[config.mk]
export PLATFORM = sky130hd
export DESIGN_NAME = cpu
export DESIGN_NICKNAME = d
export VERILOG_FILES = /design/src/lc3b_types.sv /design/src/stage_fetch.sv /design/src/stage_decode.sv /design/src/stage_execute.sv /design/src/stage_memory.sv /design/src/forwarding_controller.sv /design/src/stall_arbiter.sv /design/src/cpu.sv
export SDC_FILE = /design/constraint.sdc
export NUM_CORES = 1
export LEC_CHECK = 0
export BUFFER_PORTS_ARGS = -buffer_cell sky130_fd_sc_hd__buf_2
export CAP_MARGIN = 20
export CORE_MARGIN = 4
export CORE_UTILIZATION = 50
export DETAILED_ROUTE_END_ITERATION = 8
export HOLD_SLACK_MARGIN = 0.03
export PLACE_DENSITY = 0.69
export SLEW_MARGIN = 0
export SYNTH_ARGS = -nofsm -noshare
export SYNTH_HDL_FRONTEND = slang
export SYNTH_SLANG_ARGS = --single-unit
[constraint.sdc]
create_clock -name clk -period 4.9 [get_ports clk]
set_clock_uncertainty 0.2 [all_clocks]
set_input_delay 0 -clock clk [delete_from_list [all_inputs] [get_ports clk]]
set_output_delay 0 -clock clk [all_outputs]
set_load 0.1 [all_outputs]
[src/lc3b_types.sv]
package lc3b_types;

typedef logic [15:0] lc3b_word;
typedef logic [2:0]  lc3b_reg;

// opcode field ir[15:12]
typedef enum logic [3:0] {
    op_br   = 4'b0000,
    op_add  = 4'b0001,
    op_ldb  = 4'b0010,
    op_stb  = 4'b0011,
    op_jsr  = 4'b0100,
    op_and  = 4'b0101,
    op_ldr  = 4'b0110,
    op_str  = 4'b0111,
    op_rti  = 4'b1000,
    op_not  = 4'b1001,
    op_ldi  = 4'b1010,
    op_sti  = 4'b1011,
    op_jmp  = 4'b1100,
    op_shf  = 4'b1101,
    op_lea  = 4'b1110,
    op_trap = 4'b1111
} lc3b_opcode;

typedef enum logic [1:0] {
    alu_add,
    alu_and,
    alu_not,
    alu_pass_b
} lc3b_alu_op;

typedef enum logic [1:0] {
    fwd_none,
    fwd_ex_mem,
    fwd_mem_wb
} lc3b_fwd_sel;

// decoded instruction, travels down the pipe with its barrier
typedef struct packed {
    lc3b_opcode opcode;
    lc3b_alu_op alu_op;
    logic       use_imm;
    lc3b_word   imm;
    lc3b_reg    sr1;
    lc3b_reg    sr2;
    lc3b_reg    dest;
    logic       reg_write;
    logic       mem_read;
    logic       mem_write;
    logic       sets_cc;
    logic       is_branch;
    logic [2:0] nzp;
    logic       valid;
} lc3b_control_word;

typedef struct packed {
    logic if_id_stall;
    logic if_id_flush;
    logic id_ex_stall;
    logic id_ex_flush;
    logic ex_mem_stall;
    logic ex_mem_flush;
    logic mem_wb_stall;
    logic mem_wb_flush;
} lc3b_pipeline_control_word;

// held steady while stb is high, until the one-cycle ack
typedef struct packed {
    logic     stb;
    logic     we;
    lc3b_word addr;
    lc3b_word wdata;
} lc3b_mem_req;

endpackage : lc3b_types

[src/stage_fetch.sv]
module stage_fetch import lc3b_types::*; #(
    parameter lc3b_word reset_pc = 16'h0000
) (
    input  logic                      clk,
    input  logic                      arst_n,
    input  lc3b_pipeline_control_word pipe_ctrl,
    input  logic                      redirect,
    input  lc3b_word                  redirect_pc,
    output lc3b_mem_req               imem_req,
    input  lc3b_word                  imem_rdata,
    input  logic                      imem_ack,
    output logic                      fetch_wait,
    output lc3b_word                  ir,
    output lc3b_word                  pc,
    output logic                      valid
);

// next instruction address, ahead of req_addr only after a redirect
lc3b_word fetch_pc;
lc3b_word next_pc;
lc3b_word req_addr;
logic     req_stb;
// an abandoned fetch is still waiting for its ack
logic     drop;
logic     accept;

assign fetch_wait = !(imem_ack && !drop);
assign accept     = !fetch_wait && !redirect && !pipe_ctrl.if_id_stall;
assign imem_req   = '{stb: req_stb, we: 1'b0, addr: req_addr, wdata: 16'h0000};

always_comb begin
    next_pc = fetch_pc;
    if (redirect) begin
        next_pc = redirect_pc;
    end else if (accept) begin
        next_pc = fetch_pc + 16'd2;
    end
end

always_ff @(posedge clk or negedge arst_n) begin
    if (!arst_n) begin
        fetch_pc <= reset_pc;
        req_addr <= reset_pc;
        req_stb  <= 1'b0;
        drop     <= 1'b0;
    end else begin
        fetch_pc <= next_pc;
        // a new request starts once the previous one is answered
        if (!req_stb || imem_ack) begin
            req_stb  <= 1'b1;
            req_addr <= next_pc;
        end
        if (imem_ack) begin
            drop <= 1'b0;
        end else if (req_stb && redirect) begin
            drop <= 1'b1;
        end
    end
end

// IF/ID barrier, a word refused by a stall is simply fetched again
always_ff @(posedge clk or negedge arst_n) begin
    if (!arst_n) begin
        valid <= 1'b0;
    end else if (pipe_ctrl.if_id_flush) begin
        valid <= 1'b0;
    end else if (accept) begin
        valid <= 1'b1;
    end
end

always_ff @(posedge clk) begin
    if (accept) begin
        ir <= imem_rdata;
        pc <= next_pc;
    end
end

endmodule : stage_fetch

[src/stage_decode.sv]
module stage_decode import lc3b_types::*; (
    input  logic                      clk,
    input  logic                      arst_n,
    input  lc3b_pipeline_control_word pipe_ctrl,
    input  lc3b_word                  ir,
    input  lc3b_word                  pc,
    input  logic                      valid,
    input  lc3b_reg                   wb_dest,
    input  lc3b_word                  wb_data,
    input  logic                      wb_load,
    output lc3b_control_word          ctrl,
    output lc3b_word                  pc_out,
    output lc3b_word                  sr1_val,
    output lc3b_word                  sr2_val
);

lc3b_word         regs [8];
lc3b_opcode       opcode;
lc3b_control_word dec;
lc3b_word         rd1;
lc3b_word         rd2;

assign opcode = lc3b_opcode'(ir[15:12]);

always_comb begin
    dec        = '0;
    dec.opcode = opcode;
    dec.alu_op = alu_pass_b;
    dec.dest   = ir[11:9];
    dec.sr1    = ir[8:6];
    dec.sr2    = ir[2:0];
    dec.valid  = valid;
    case (opcode)
        op_add, op_and, op_not: begin
            dec.alu_op    = (opcode == op_add) ? alu_add :
                            (opcode == op_and) ? alu_and : alu_not;
            dec.use_imm   = ir[5];
            dec.imm       = {{11{ir[4]}}, ir[4:0]};
            dec.reg_write = 1'b1;
            dec.sets_cc   = 1'b1;
        end
        op_ldr: begin
            dec.imm       = {{10{ir[5]}}, ir[5:0]};
            dec.reg_write = 1'b1;
            dec.mem_read  = 1'b1;
            dec.sets_cc   = 1'b1;
        end
        op_str: begin
            // source register sits where a destination would
            dec.imm       = {{10{ir[5]}}, ir[5:0]};
            dec.sr2       = ir[11:9];
            dec.mem_write = 1'b1;
        end
        op_br: begin
            dec.imm       = {{7{ir[8]}}, ir[8:0]};
            dec.is_branch = 1'b1;
            dec.nzp       = ir[11:9];
        end
        default: begin
        end
    endcase
end

always_ff @(posedge clk or negedge arst_n) begin
    if (!arst_n) begin
        for (int i = 0; i < 8; i++) begin
            regs[i] <= 16'h0000;
        end
    end else if (wb_load) begin
        regs[wb_dest] <= wb_data;
    end
end

// write-through of this cycle's write-back
assign rd1 = (wb_load && wb_dest == dec.sr1) ? wb_data : regs[dec.sr1];
assign rd2 = (wb_load && wb_dest == dec.sr2) ? wb_data : regs[dec.sr2];

// ID/EX barrier
always_ff @(posedge clk or negedge arst_n) begin
    if (!arst_n) begin
        ctrl <= '0;
    end else if (pipe_ctrl.id_ex_flush) begin
        ctrl.valid <= 1'b0;
    end else if (!pipe_ctrl.id_ex_stall) begin
        ctrl <= dec;
    end
end

always_ff @(posedge clk) begin
    if (!pipe_ctrl.id_ex_stall) begin
        pc_out  <= pc;
        sr1_val <= rd1;
        sr2_val <= rd2;
    end else begin
        // a held instruction still picks up older results as they retire
        if (wb_load && wb_dest == ctrl.sr1) begin
            sr1_val <= wb_data;
        end
        if (wb_load && wb_dest == ctrl.sr2) begin
            sr2_val <= wb_data;
        end
    end
end

endmodule : stage_decode

[src/stage_execute.sv]
module stage_execute import lc3b_types::*; (
    input  logic                      clk,
    input  logic                      arst_n,
    input  lc3b_pipeline_control_word pipe_ctrl,
    input  lc3b_control_word          ctrl,
    input  lc3b_word                  pc,
    input  lc3b_word                  sr1_val,
    input  lc3b_word                  sr2_val,
    input  lc3b_fwd_sel               fwd_a,
    input  lc3b_fwd_sel               fwd_b,
    input  lc3b_word                  ex_mem_result,
    input  lc3b_word                  mem_wb_result,
    output lc3b_control_word          ctrl_out,
    output lc3b_word                  result,
    output lc3b_word                  store_data,
    output lc3b_word                  target
);

lc3b_word a;
lc3b_word b_reg;
lc3b_word b;
lc3b_word offset;
lc3b_word alu;

function automatic lc3b_word select_operand(
    input lc3b_fwd_sel sel,
    input lc3b_word    reg_val,
    input lc3b_word    ex_mem_val,
    input lc3b_word    mem_wb_val
);
    case (sel)
        fwd_ex_mem: return ex_mem_val;
        fwd_mem_wb: return mem_wb_val;
        default:    return reg_val;
    endcase
endfunction

assign a      = select_operand(fwd_a, sr1_val, ex_mem_result, mem_wb_result);
assign b_reg  = select_operand(fwd_b, sr2_val, ex_mem_result, mem_wb_result);
assign b      = ctrl.use_imm ? ctrl.imm : b_reg;
// word offsets, shifted to a byte offset
assign offset = {ctrl.imm[14:0], 1'b0};

always_comb begin
    case (ctrl.alu_op)
        alu_add: alu = a + b;
        alu_and: alu = a & b;
        alu_not: alu = ~a;
        default: alu = b;
    endcase
    // loads and stores carry their effective address in the result slot
    if (ctrl.mem_read || ctrl.mem_write) begin
        alu = a + offset;
    end
end

// EX/MEM barrier
always_ff @(posedge clk or negedge arst_n) begin
    if (!arst_n) begin
        ctrl_out <= '0;
    end else if (pipe_ctrl.ex_mem_flush) begin
        ctrl_out.valid <= 1'b0;
    end else if (!pipe_ctrl.ex_mem_stall) begin
        ctrl_out <= ctrl;
    end
end

always_ff @(posedge clk) begin
    if (!pipe_ctrl.ex_mem_stall) begin
        result     <= alu;
        store_data <= b_reg;
        target     <= pc + offset;
    end
end

endmodule : stage_execute

[src/stage_memory.sv]
module stage_memory import lc3b_types::*; (
    input  logic                      clk,
    input  logic                      arst_n,
    input  lc3b_pipeline_control_word pipe_ctrl,
    input  lc3b_control_word          ctrl,
    input  lc3b_word                  result,
    input  lc3b_word                  store_data,
    input  lc3b_word                  target,
    output lc3b_mem_req               dmem_req,
    input  lc3b_word                  dmem_rdata,
    input  logic                      dmem_ack,
    output logic                      data_wait,
    output logic                      redirect,
    output lc3b_word                  redirect_pc,
    output lc3b_reg                   wb_dest,
    output lc3b_word                  wb_data,
    output logic                      wb_load,
    output lc3b_control_word          wb_ctrl
);

logic       mem_op;
logic [2:0] cc;
logic [2:0] cc_now;

function automatic logic [2:0] cc_of(input lc3b_word value);
    if (value[15]) begin
        return 3'b100;
    end
    return (value == 16'h0000) ? 3'b010 : 3'b001;
endfunction

assign mem_op    = ctrl.valid && (ctrl.mem_read || ctrl.mem_write);
assign data_wait = mem_op && !dmem_ack;
assign dmem_req  = '{stb: mem_op, we: mem_op && ctrl.mem_write, addr: result,
                     wdata: store_data};

// flags seen by a branch include the instruction retiring this cycle
assign cc_now      = (wb_ctrl.valid && wb_ctrl.sets_cc) ? cc_of(wb_data) : cc;
assign redirect    = ctrl.valid && ctrl.is_branch && |(ctrl.nzp & cc_now);
assign redirect_pc = target;

always_ff @(posedge clk or negedge arst_n) begin
    if (!arst_n) begin
        cc <= 3'b010;
    end else begin
        cc <= cc_now;
    end
end

// MEM/WB barrier, also the write-back stage
always_ff @(posedge clk or negedge arst_n) begin
    if (!arst_n) begin
        wb_ctrl <= '0;
    end else if (pipe_ctrl.mem_wb_flush) begin
        wb_ctrl.valid <= 1'b0;
    end else if (!pipe_ctrl.mem_wb_stall) begin
        wb_ctrl <= ctrl;
    end
end

always_ff @(posedge clk) begin
    if (!pipe_ctrl.mem_wb_stall) begin
        wb_data <= ctrl.mem_read ? dmem_rdata : result;
    end
end

assign wb_dest = wb_ctrl.dest;
assign wb_load = wb_ctrl.valid && wb_ctrl.reg_write;

endmodule : stage_memory

[src/forwarding_controller.sv]
module forwarding_controller import lc3b_types::*; (
    input  lc3b_control_word id_ex,
    input  lc3b_control_word ex_mem,
    input  lc3b_control_word mem_wb,
    output lc3b_fwd_sel      fwd_a,
    output lc3b_fwd_sel      fwd_b,
    output logic             load_use
);

logic uses_a;
logic uses_b;
logic a_ex;
logic a_wb;
logic b_ex;
logic b_wb;

function automatic logic writes(input lc3b_control_word w, input lc3b_reg r);
    return w.valid && w.reg_write && (w.dest == r);
endfunction

assign uses_a = id_ex.valid &&
                (id_ex.opcode inside {op_add, op_and, op_not, op_ldr, op_str});
assign uses_b = id_ex.valid && (id_ex.mem_write ||
                ((id_ex.opcode inside {op_add, op_and}) && !id_ex.use_imm));

assign a_ex = uses_a && writes(ex_mem, id_ex.sr1);
assign a_wb = uses_a && writes(mem_wb, id_ex.sr1);
assign b_ex = uses_b && writes(ex_mem, id_ex.sr2);
assign b_wb = uses_b && writes(mem_wb, id_ex.sr2);

// load data only exists after MEM, so the consumer waits a cycle
assign load_use = ex_mem.mem_read && (a_ex || b_ex);

always_comb begin
    fwd_a = fwd_none;
    fwd_b = fwd_none;
    if (a_ex) begin
        fwd_a = ex_mem.mem_read ? fwd_none : fwd_ex_mem;
    end else if (a_wb) begin
        fwd_a = fwd_mem_wb;
    end
    if (b_ex) begin
        fwd_b = ex_mem.mem_read ? fwd_none : fwd_ex_mem;
    end else if (b_wb) begin
        fwd_b = fwd_mem_wb;
    end
end

endmodule : forwarding_controller

[src/stall_arbiter.sv]
module stall_arbiter import lc3b_types::*; (
    input  logic                      fetch_wait,
    input  logic                      data_wait,
    input  logic                      load_use,
    input  logic                      redirect,
    output lc3b_pipeline_control_word pipe_ctrl
);

always_comb begin
    pipe_ctrl = '0;
    if (data_wait) begin
        // data memory busy, whole pipe holds
        pipe_ctrl.if_id_stall  = 1'b1;
        pipe_ctrl.id_ex_stall  = 1'b1;
        pipe_ctrl.ex_mem_stall = 1'b1;
        pipe_ctrl.mem_wb_stall = 1'b1;
    end else if (redirect) begin
        // taken branch in MEM squashes the three younger slots
        pipe_ctrl.if_id_flush  = 1'b1;
        pipe_ctrl.id_ex_flush  = 1'b1;
        pipe_ctrl.ex_mem_flush = 1'b1;
    end else if (load_use) begin
        // hold the consumer and send a bubble ahead of it
        pipe_ctrl.if_id_stall  = 1'b1;
        pipe_ctrl.id_ex_stall  = 1'b1;
        pipe_ctrl.ex_mem_flush = 1'b1;
    end else if (fetch_wait) begin
        pipe_ctrl.if_id_flush  = 1'b1;
    end
end

endmodule : stall_arbiter

[src/cpu.sv]
module cpu import lc3b_types::*; #(
    parameter lc3b_word reset_pc = 16'h0000
) (
    input  logic        clk,
    input  logic        arst_n,
    output lc3b_mem_req imem_req,
    input  lc3b_word    imem_rdata,
    input  logic        imem_ack,
    output lc3b_mem_req dmem_req,
    input  lc3b_word    dmem_rdata,
    input  logic        dmem_ack
);

lc3b_pipeline_control_word pipe_ctrl;
logic                      fetch_wait;
logic                      data_wait;
logic                      load_use;
logic                      redirect;
lc3b_word                  redirect_pc;

lc3b_word         if_id_ir;
lc3b_word         if_id_pc;
logic             if_id_valid;
lc3b_control_word id_ex_ctrl;
lc3b_word         id_ex_pc;
lc3b_word         id_ex_sr1;
lc3b_word         id_ex_sr2;
lc3b_control_word ex_mem_ctrl;
lc3b_word         ex_mem_result;
lc3b_word         ex_mem_store;
lc3b_word         ex_mem_target;
lc3b_control_word mem_wb_ctrl;
lc3b_reg          wb_dest;
lc3b_word         wb_data;
logic             wb_load;
lc3b_fwd_sel      fwd_a;
lc3b_fwd_sel      fwd_b;

stall_arbiter stall_arbiter_i (
    .fetch_wait,
    .data_wait,
    .load_use,
    .redirect,
    .pipe_ctrl
);

forwarding_controller forwarding_controller_i (
    .id_ex(id_ex_ctrl),
    .ex_mem(ex_mem_ctrl),
    .mem_wb(mem_wb_ctrl),
    .fwd_a,
    .fwd_b,
    .load_use
);

stage_fetch #(.reset_pc(reset_pc)) stage_fetch_i (
    .clk,
    .arst_n,
    .pipe_ctrl,
    .redirect,
    .redirect_pc,
    .imem_req,
    .imem_rdata,
    .imem_ack,
    .fetch_wait,
    .ir(if_id_ir),
    .pc(if_id_pc),
    .valid(if_id_valid)
);

stage_decode stage_decode_i (
    .clk,
    .arst_n,
    .pipe_ctrl,
    .ir(if_id_ir),
    .pc(if_id_pc),
    .valid(if_id_valid),
    .wb_dest,
    .wb_data,
    .wb_load,
    .ctrl(id_ex_ctrl),
    .pc_out(id_ex_pc),
    .sr1_val(id_ex_sr1),
    .sr2_val(id_ex_sr2)
);

stage_execute stage_execute_i (
    .clk,
    .arst_n,
    .pipe_ctrl,
    .ctrl(id_ex_ctrl),
    .pc(id_ex_pc),
    .sr1_val(id_ex_sr1),
    .sr2_val(id_ex_sr2),
    .fwd_a,
    .fwd_b,
    .ex_mem_result,
    .mem_wb_result(wb_data),
    .ctrl_out(ex_mem_ctrl),
    .result(ex_mem_result),
    .store_data(ex_mem_store),
    .target(ex_mem_target)
);

// write-back lives at the end of the memory stage
stage_memory stage_memory_i (
    .clk,
    .arst_n,
    .pipe_ctrl,
    .ctrl(ex_mem_ctrl),
    .result(ex_mem_result),
    .store_data(ex_mem_store),
    .target(ex_mem_target),
    .dmem_req,
    .dmem_rdata,
    .dmem_ack,
    .data_wait,
    .redirect,
    .redirect_pc,
    .wb_dest,
    .wb_data,
    .wb_load,
    .wb_ctrl(mem_wb_ctrl)
);

endmodule : cpu

# ---- Word level (Yosys, flattened, before mapping)
# Cells that the tools add are included.
dict set report op_classes {
  add_sub_neg 4
  magnitude_cmp 4
  eq_ne 26
  mux 62
  bitwise 10
  reduce_logical 50
}
# operator count
set ops {}
lappend ops {{$mux W16} 16}
lappend ops {{$bwmux W128} 1}
lappend ops {{$bmux W16 S3} 2}
lappend ops {{$pmux W16 S3} 2}
lappend ops {{$pmux W16 S2} 2}
lappend ops {{$add A16 B16 Y16} 3}
lappend ops {{$demux W16 S3} 1}
lappend ops {{$logic_and A1 B1 Y1} 26}
lappend ops {{$mux W1} 25}
lappend ops {{$eq A4 B3 Y1 const B} 6}
lappend ops {{$eq A3 B3 Y1} 6}
lappend ops {{$add A16 B2 Y16 const B} 1}
lappend ops {{$and A16 B16 Y16} 1}
lappend ops {{$logic_not A16 Y1} 1}
lappend ops {{$not A16 Y16} 1}
lappend ops {{$mux W3} 5}
lappend ops {{$mux W2} 7}
lappend ops {{$ge A4 B4 Y1 const B} 3}
lappend ops {{$not A3 Y4} 3}
lappend ops {{$eq A4 B1 Y1 const B} 2}
lappend ops {{$eq A4 B4 Y1 const B} 2}
lappend ops {{$ne A2 B2 Y1 const B} 4}
lappend ops {{$eq A2 B1 Y1 const B} 3}
lappend ops {{$eq A2 B2 Y1 const B} 3}
lappend ops {{14 further kinds} 30}
dict set report totals {
  register_bits 366
  inputBits 36
  out_inout_bits 68
  elab_cells 202
}

# ---- Depth between registers and ports, before layout
dict set report logic_depth {
  depth_word 15
  depth_mapped 20
  mapped_depth_nobuf 17
}

# ---- Hierarchy
# A second synthesis with hierarchy kept.
dict set report hier_totals {
  hier_cells 1888
  hier_area_um2 23110.9
}
# mod instances cells_each area_each_um2 seq_area_each_um2
set by_module_without_submodules {}
lappend by_module_without_submodules {stage_decode 1 811 10852.9 5470.2}
lappend by_module_without_submodules {stage_execute 1 620 6346.1 2467.4}
lappend by_module_without_submodules {stage_memory 1 200 2813.9 1582.8}
lappend by_module_without_submodules {stage_fetch 1 215 2798.9 1836.8}
lappend by_module_without_submodules {forwarding_controller 1 30 226.5 0.0}
lappend by_module_without_submodules {stall_arbiter 1 12 72.6 0.0}

# ---- Worst setup path before layout
# No wires, ideal clock.
dict set report synth_path {
  path_type {reg2reg}
  startpoint {register stage_memory_i.wb_ctrl, in the netlist stage_memory_i.wb_dest[1]}
  endpoint {register stage_execute_i.result[10], data pin}
  setup_time_ns 0.260
  arrival_time_ns 3.799
  required_ns 4.440
  setup_slack_ns 0.641
  path_stages_with_launch 21
  path_buffers 3
  period_less_slack_ns 4.259
  cell_sequence {dfrtp_1 -> buf_2 -> xnor2_1 -> nand4_1 -> or3b_1 -> buf_6 -> nand2_4 -> buf_2 -> nor2_1 -> nor2_1 -> ha_1 -> inv_1 -> fa_1 -> nor2b_1 -> o31a_1 -> o2111ai_1 -> nand3_1 -> nor2_1 -> xnor2_1 -> mux4_2 -> mux2_2}
}
dict set report synth_via {
  elab_chain_cells 11
  elab_cells_between_ends 23
  cone_classes {2 x add/sub; 6 x eq/ne; 9 x mux; 2 x bitwise; 4 x reduce/logical}
}
# item line
set synth_rtl {}
lappend synth_rtl {{start: declaration} stage_memory.sv:18} ;# output lc3b_control_word wb_ctrl
lappend synth_rtl {{start signal: assignment} stage_memory.sv:57} ;# wb_ctrl <= ctrl;
lappend synth_rtl {{$eq A3 B3 Y1} forwarding_controller.sv:18} ;# return w.valid && w.reg_write && (w.dest == r);
lappend synth_rtl {{$logic_and A1 B1 Y1} forwarding_controller.sv:18}
lappend synth_rtl {{$logic_and A1 B1 Y1} forwarding_controller.sv:29} ;# assign b_wb = uses_b && writes(mem_wb, id_ex.sr2);
lappend synth_rtl {{$mux W2} forwarding_controller.sv:44} ;# end else if (b_wb) begin
lappend synth_rtl {{$mux W2} forwarding_controller.sv:42} ;# if (b_ex) begin
lappend synth_rtl {{$eq A2 B2 Y1 or $eq A2 B1 Y1 (tied branches)} stage_execute.sv:31} ;# case (sel)
lappend synth_rtl {{$pmux W16 S2} stage_execute.sv:31}
lappend synth_rtl {{$mux W16} stage_execute.sv:40} ;# assign b = ctrl.use_imm ? ctrl.imm : b_reg;
lappend synth_rtl {{$add A16 B16 Y16 or $and A16 B16 Y16 (tied branches)} {stage_execute.sv:46, stage_execute.sv:47}}
lappend synth_rtl {{$pmux W16 S3} stage_execute.sv:45} ;# case (ctrl.alu_op)
lappend synth_rtl {{$mux W16 (*)} stage_execute.sv:52} ;# if (ctrl.mem_read || ctrl.mem_write) begin
lappend synth_rtl {{via stage_execute_i.alu[10]} stage_execute.sv:23} ;# lc3b_word alu;
lappend synth_rtl {{end signal: assignment} stage_execute.sv:70} ;# result <= alu;
lappend synth_rtl {{end: declaration} stage_execute.sv:14} ;# output lc3b_word result,
# The timed path passes the listed nets; every way through them passes the cells marked *.
# A chain may end at the register's enable or synchronous reset.

# ---- Worst setup path after layout
dict set report layout_path {
  startpoint {register stage_execute_i.ctrl_out[11] (netlist bit)}
  endpoint {register stage_execute_i.result[10], data pin}
}
dict set report layout_via {
  elab_chain_cells 10
  elab_cells_between_ends 21
  cone_classes {2 x add/sub; 6 x eq/ne; 7 x mux; 2 x bitwise; 4 x reduce/logical}
}
# item line
set layout_rtl {}
lappend layout_rtl {{start: declaration} stage_execute.sv:13} ;# output lc3b_control_word ctrl_out,
lappend layout_rtl {{start signal: assignment} stage_execute.sv:64} ;# ctrl_out <= ctrl;
lappend layout_rtl {{$eq A3 B3 Y1} forwarding_controller.sv:18}
lappend layout_rtl {{$logic_and A1 B1 Y1} forwarding_controller.sv:18}
lappend layout_rtl {{$logic_and A1 B1 Y1} forwarding_controller.sv:28} ;# assign b_ex = uses_b && writes(ex_mem, id_ex.sr2);
lappend layout_rtl {{$mux W2} forwarding_controller.sv:42}
lappend layout_rtl {{$eq A2 B2 Y1 or $eq A2 B1 Y1 (tied branches)} stage_execute.sv:31}
lappend layout_rtl {{$pmux W16 S2} stage_execute.sv:31}
lappend layout_rtl {{$mux W16} stage_execute.sv:40}
lappend layout_rtl {{$add A16 B16 Y16 or $and A16 B16 Y16 (tied branches)} {stage_execute.sv:46, stage_execute.sv:47}}
lappend layout_rtl {{$pmux W16 S3} stage_execute.sv:45}
lappend layout_rtl {{$mux W16 (*)} stage_execute.sv:52}
lappend layout_rtl {{via stage_execute_i.alu[10]} stage_execute.sv:23}
# Marked as above.

==> results.txt <==
----------------------------------------------------
[Status]
  Result of the run ... finished, final reports clean

[GRT]
  Vias in the first global route ... about 14k
  Global-route wire length before repair ... 76.5 mm
  Total congestion overflow ... 0
  Number of antenna violations at the first check in global routing ... 0
  Largest net degree at the start of global routing ... 101
  Overall fraction of global-route tracks in use ... between 20% and 30%

[Clocking]
  Clock sink count ... 359
  Clock slew seen by the registers of the worst setup and hold paths ... about 0.060 ns
  Clock latency on the worst-skew pair ... 0.54 ns
  TritonCTS Buffers ... 39
  Clock tree from TritonCTS ... done
  H-tree Lvls ... 2
  Number of buffers on the longest clock path ... 3
  Clock root buffer ... sky130_fd_sc_hd__clkbuf_16

[STA]
  Worst Max-Slew Pin Slew ... 1.11 ns
  Final setup violation count ... 0
  Total negative slack ... 0 ns
  Number of hold-slack violations in the final timing report ... 0
  Setup ws final ... 0.196 ns
  Pins over their slew limit ... 0
  Min cycle time layout ... 4.70 ns
  Setup repair after global routing missed its margin ... no
  Headroom to the max-slew limit ... 25.5%
  Post-route clock period utilization ... 96.0%
  Top achievable clock speed ... between 0.2 and 0.25 GHz

[Run]
  Max-cap violations ... 0

[Finish]
  Top flop regs ... stage_decode_i.regs (128), stage_decode_i.ctrl (33)
  NumNets Final ... 1,769
  Non-Filler Instances ... 2,226
  Largest register by flop count ... stage_decode_i.regs
  Cell area after layout ... roughly 0.022 mm²
  Number of flip-flops in the largest register ... 128
  Area growth syn-to-layout ... 14.3%
  Ratio of cells with drive above 1 in the final layout ... 26.9%
  Antenna diode count ... 0
  Filler Cell Count ... around 3.0k
  Final Util ... 57.9%

[Yosys]
  Sequential fraction of the synthesis area ... about half
  Proportion of netlist area held by the largest area contributor ... 28.0%
  Yosys synthesis warning count ... 0
  Cell with the most instances after synthesis ... sky130_fd_sc_hd__dfrtp_1
  Library cell occupying the most area in the post-synthesis netlist ... sky130_fd_sc_hd__dfrtp_1
  Cell area after synthesis ... 0.0191 mm²
  Post-synth ARST share ... between 50% and 60%
  Main flop type after synthesis ... sky130_fd_sc_hd__dfrtp_1
  Cell types occupying the most area after synthesis ... sky130_fd_sc_hd__dfrtp_1 28%, sky130_fd_sc_hd__edfxtp_1 23%, sky130_fd_sc_hd__mux2_2 10%, sky130_fd_sc_hd__mux4_2 7.7%, sky130_fd_sc_hd__nand2_1 3.5%
  Most frequent cells after synthesis ... 214 x sky130_fd_sc_hd__dfrtp_1, 177 x sky130_fd_sc_hd__nand2_1, 170 x sky130_fd_sc_hd__mux2_2
  Count of flip-flops with a built-in enable after synthesis ... 144
  Cell variety after synth ... 83
  Avg Synthesized Cell Area ... 12.2 µm²
  Cell count after synthesis ... 1,567
  Register bit count reported by yosys ... about 360

[Worst setup path]
  Startpoint type of the worst setup path ... register
  Endpoint kind of the worst setup timing path ... register
  Maximum net fanout on the critical path ... 16
  Data arrival at the endpoint of the critical path ... ~4.8 ns
  Path type of the worst setup path ... register to register
  Required @ worst endpoint ... about 5 ns

[Die]
  Vert. Die Dim ... approximately 200 µm
  Num rows ... slightly above 70
  IO Count ... 104
  Core outline area ... 0.0377 mm²
  Die Outline Area ... 0.0414 mm²
  Die width ... 203 µm
  Initial Util ... 50.7%

[Power and ir drop]
  Power per unit of standard cell area ... 558 mW/mm²
  Peak VDD IR ... 0.386 mV
  Leakage power summed over all cells ... 9.41 nW

[Placed design]
  Worst setup slack after placement ... 0.200 ns
  Cell area reported after detailed placement ... 0.0200 mm²
  Total of buffers placed on input and output ports ... 86
  Final weighted congestion in routability-driven placement ... 0.936
  Post-detail-place hpwl ... ~33 mm
  Count of placed standard cells including taps ... 2,101

[Detailed routing]
  Routed via count ... roughly 13k
  Post-detailed-route count of antenna-violating nets ... 0
  1st-pass router iterations ... 7
  Vias per cell ... 5.94
  Residual DRC ... 0
  Initial DRC Count ... 902
  Routed Wire Length ... 48.5 mm
  Wire length per cell ... 21.8 µm

[Worst hold path]
  Hold crit path type ... input pin to register

----------------------------------------------------
[where the power goes]
part / total (mW) / switching, mW / internal, mW
Sequential: 5.05 / 0.848 / 4.20
Clock: 2.85 / 1.20 / 1.65
Combinational: 4.28 / 2.71 / 1.57
[cell usage in the layout (no fill, tap or decap), drive strengths merged, types with 8 or more instances in the layout]
cell type,synthesis,routed
mux4,65,65
ha,45,45
and3,10,10
nand4,11,11
nand2,181,181
dfrtp,214,214
buf,56,124
a21oi,38,38
a31oi,11,11
nand3,20,20
o31ai,10,10
nor2,91,91
conb,2,18
o21a,18,18
o22ai,14,14
a22o,11,11
mux2,170,170
xnor2,51,51
o22a,9,9
mux2i,40,40
a21o,21,21
edfxtp,144,144
clkinv,2,15
a22oi,8,8
nor3,21,21
inv,30,30
a211oi,10,10
dlygate4sd3,0,53
o21ai,91,91
clkbuf,61,57
xor2,15,15
[repair_timing]
| item | CTS | global route |
|---|---|---|
| gates resized for setup | 0 | 3 |
| setup buffers | 0 | 0 |
| hold endpoints to repair | 168 | 0 |
| setup endpoints to repair | 0 | 3 |
| hold buffers | 54 | 0 |
[cell type report]
cell class | count | area [µm²] | area share (%)
Tap cell | 511 | 639 | 2.93
Inverter | 32 | 120 | 0.551
Multi-Input combinational cell | 1075 | 8800 | 40.3
Sequential cell | 359 | 9710 | 44.5
Clock buffer | 56 | 1120 | 5.13
Timing Repair Buffer | 178 | 1310 | 5.99
Clock inverter | 15 | 124 | 0.568
[metrics by stage]
stage | power, mW | hold WS [ns]
after global routing | 12.8 | 0.0945
after CTS | 12.2 | 0.0744
after floorplan | 8.20 | -0.496
final | 12.2 | 0.0918
after global placement | 9.17 | -0.0228
after detailed placement | 9.29 | -0.0218
[layer usage]
metal / track usage (%) / vias to the layer above / routed length, µm
met5: 0 / - / 0
met4: 7.47 / 0 / 1620
met3: 4.17 / 104 / 3280
met2: 38.3 / 476 / 22800
met1: 32.7 / 6624 / 20800
li1: - / 6009 / -
[cell families (layout without fill, tap and decap cells)]
group / after synthesis / after routing / synth area share (%)
muxes: 275 / 275 / 19.9
AOI/OAI and AO/OA: 288 / 288 / 10.2
xor gates and xnor gates: 66 / 66 / 3.03
and+or+nand+nor: 380 / 380 / 9.03
buffers and inverters: 149 / 281 / 3.65
adders and majority gates: 48 / 48 / 3.26
other: 2 / 18 / 0.0393
DFF: 359 / 359 / 50.8
[final timing paths]
check	start	to	slack, ns	depth (start not counted)
worst min-delay path	dmem_rdata[12]	stage_memory_i.wb_data[12]	0.09	3
worst max-delay path	stage_execute_i.ctrl_out[11]	stage_execute_i.result[10]	0.20	18
worst min register to register	stage_fetch_i.pc[13]	stage_decode_i.pc_out[13]	0.22	0
worst max register to register	stage_execute_i.ctrl_out[11]	stage_execute_i.result[10]	0.20	18
max in group asynchronous	arst_n	stage_decode_i.regs[11]	3.16	4
min in group asynchronous	arst_n	stage_fetch_i.fetch_pc[6]	0.39	3
[critical path, stage by stage, from the launching register on]
cell                        delay [ns]
sky130_fd_sc_hd__dfrtp_1          0.43
sky130_fd_sc_hd__xnor2_1          0.21
sky130_fd_sc_hd__nand4_1          0.19
sky130_fd_sc_hd__or3_1            0.46
sky130_fd_sc_hd__buf_4            0.22
sky130_fd_sc_hd__nand2_4          0.17
sky130_fd_sc_hd__nor2_1           0.07
sky130_fd_sc_hd__nor2_2           0.14
sky130_fd_sc_hd__ha_1             0.21
sky130_fd_sc_hd__inv_1            0.07
sky130_fd_sc_hd__fa_1             0.47
sky130_fd_sc_hd__nor2b_1          0.18
sky130_fd_sc_hd__o31a_1           0.22
sky130_fd_sc_hd__o2111ai_1        0.13
sky130_fd_sc_hd__nand3_1          0.15
sky130_fd_sc_hd__nor2_1           0.07
sky130_fd_sc_hd__xnor2_1          0.12
sky130_fd_sc_hd__mux4_2           0.45
sky130_fd_sc_hd__mux2_2           0.27
No activity file was read; power rests on OpenSTA's default activity.
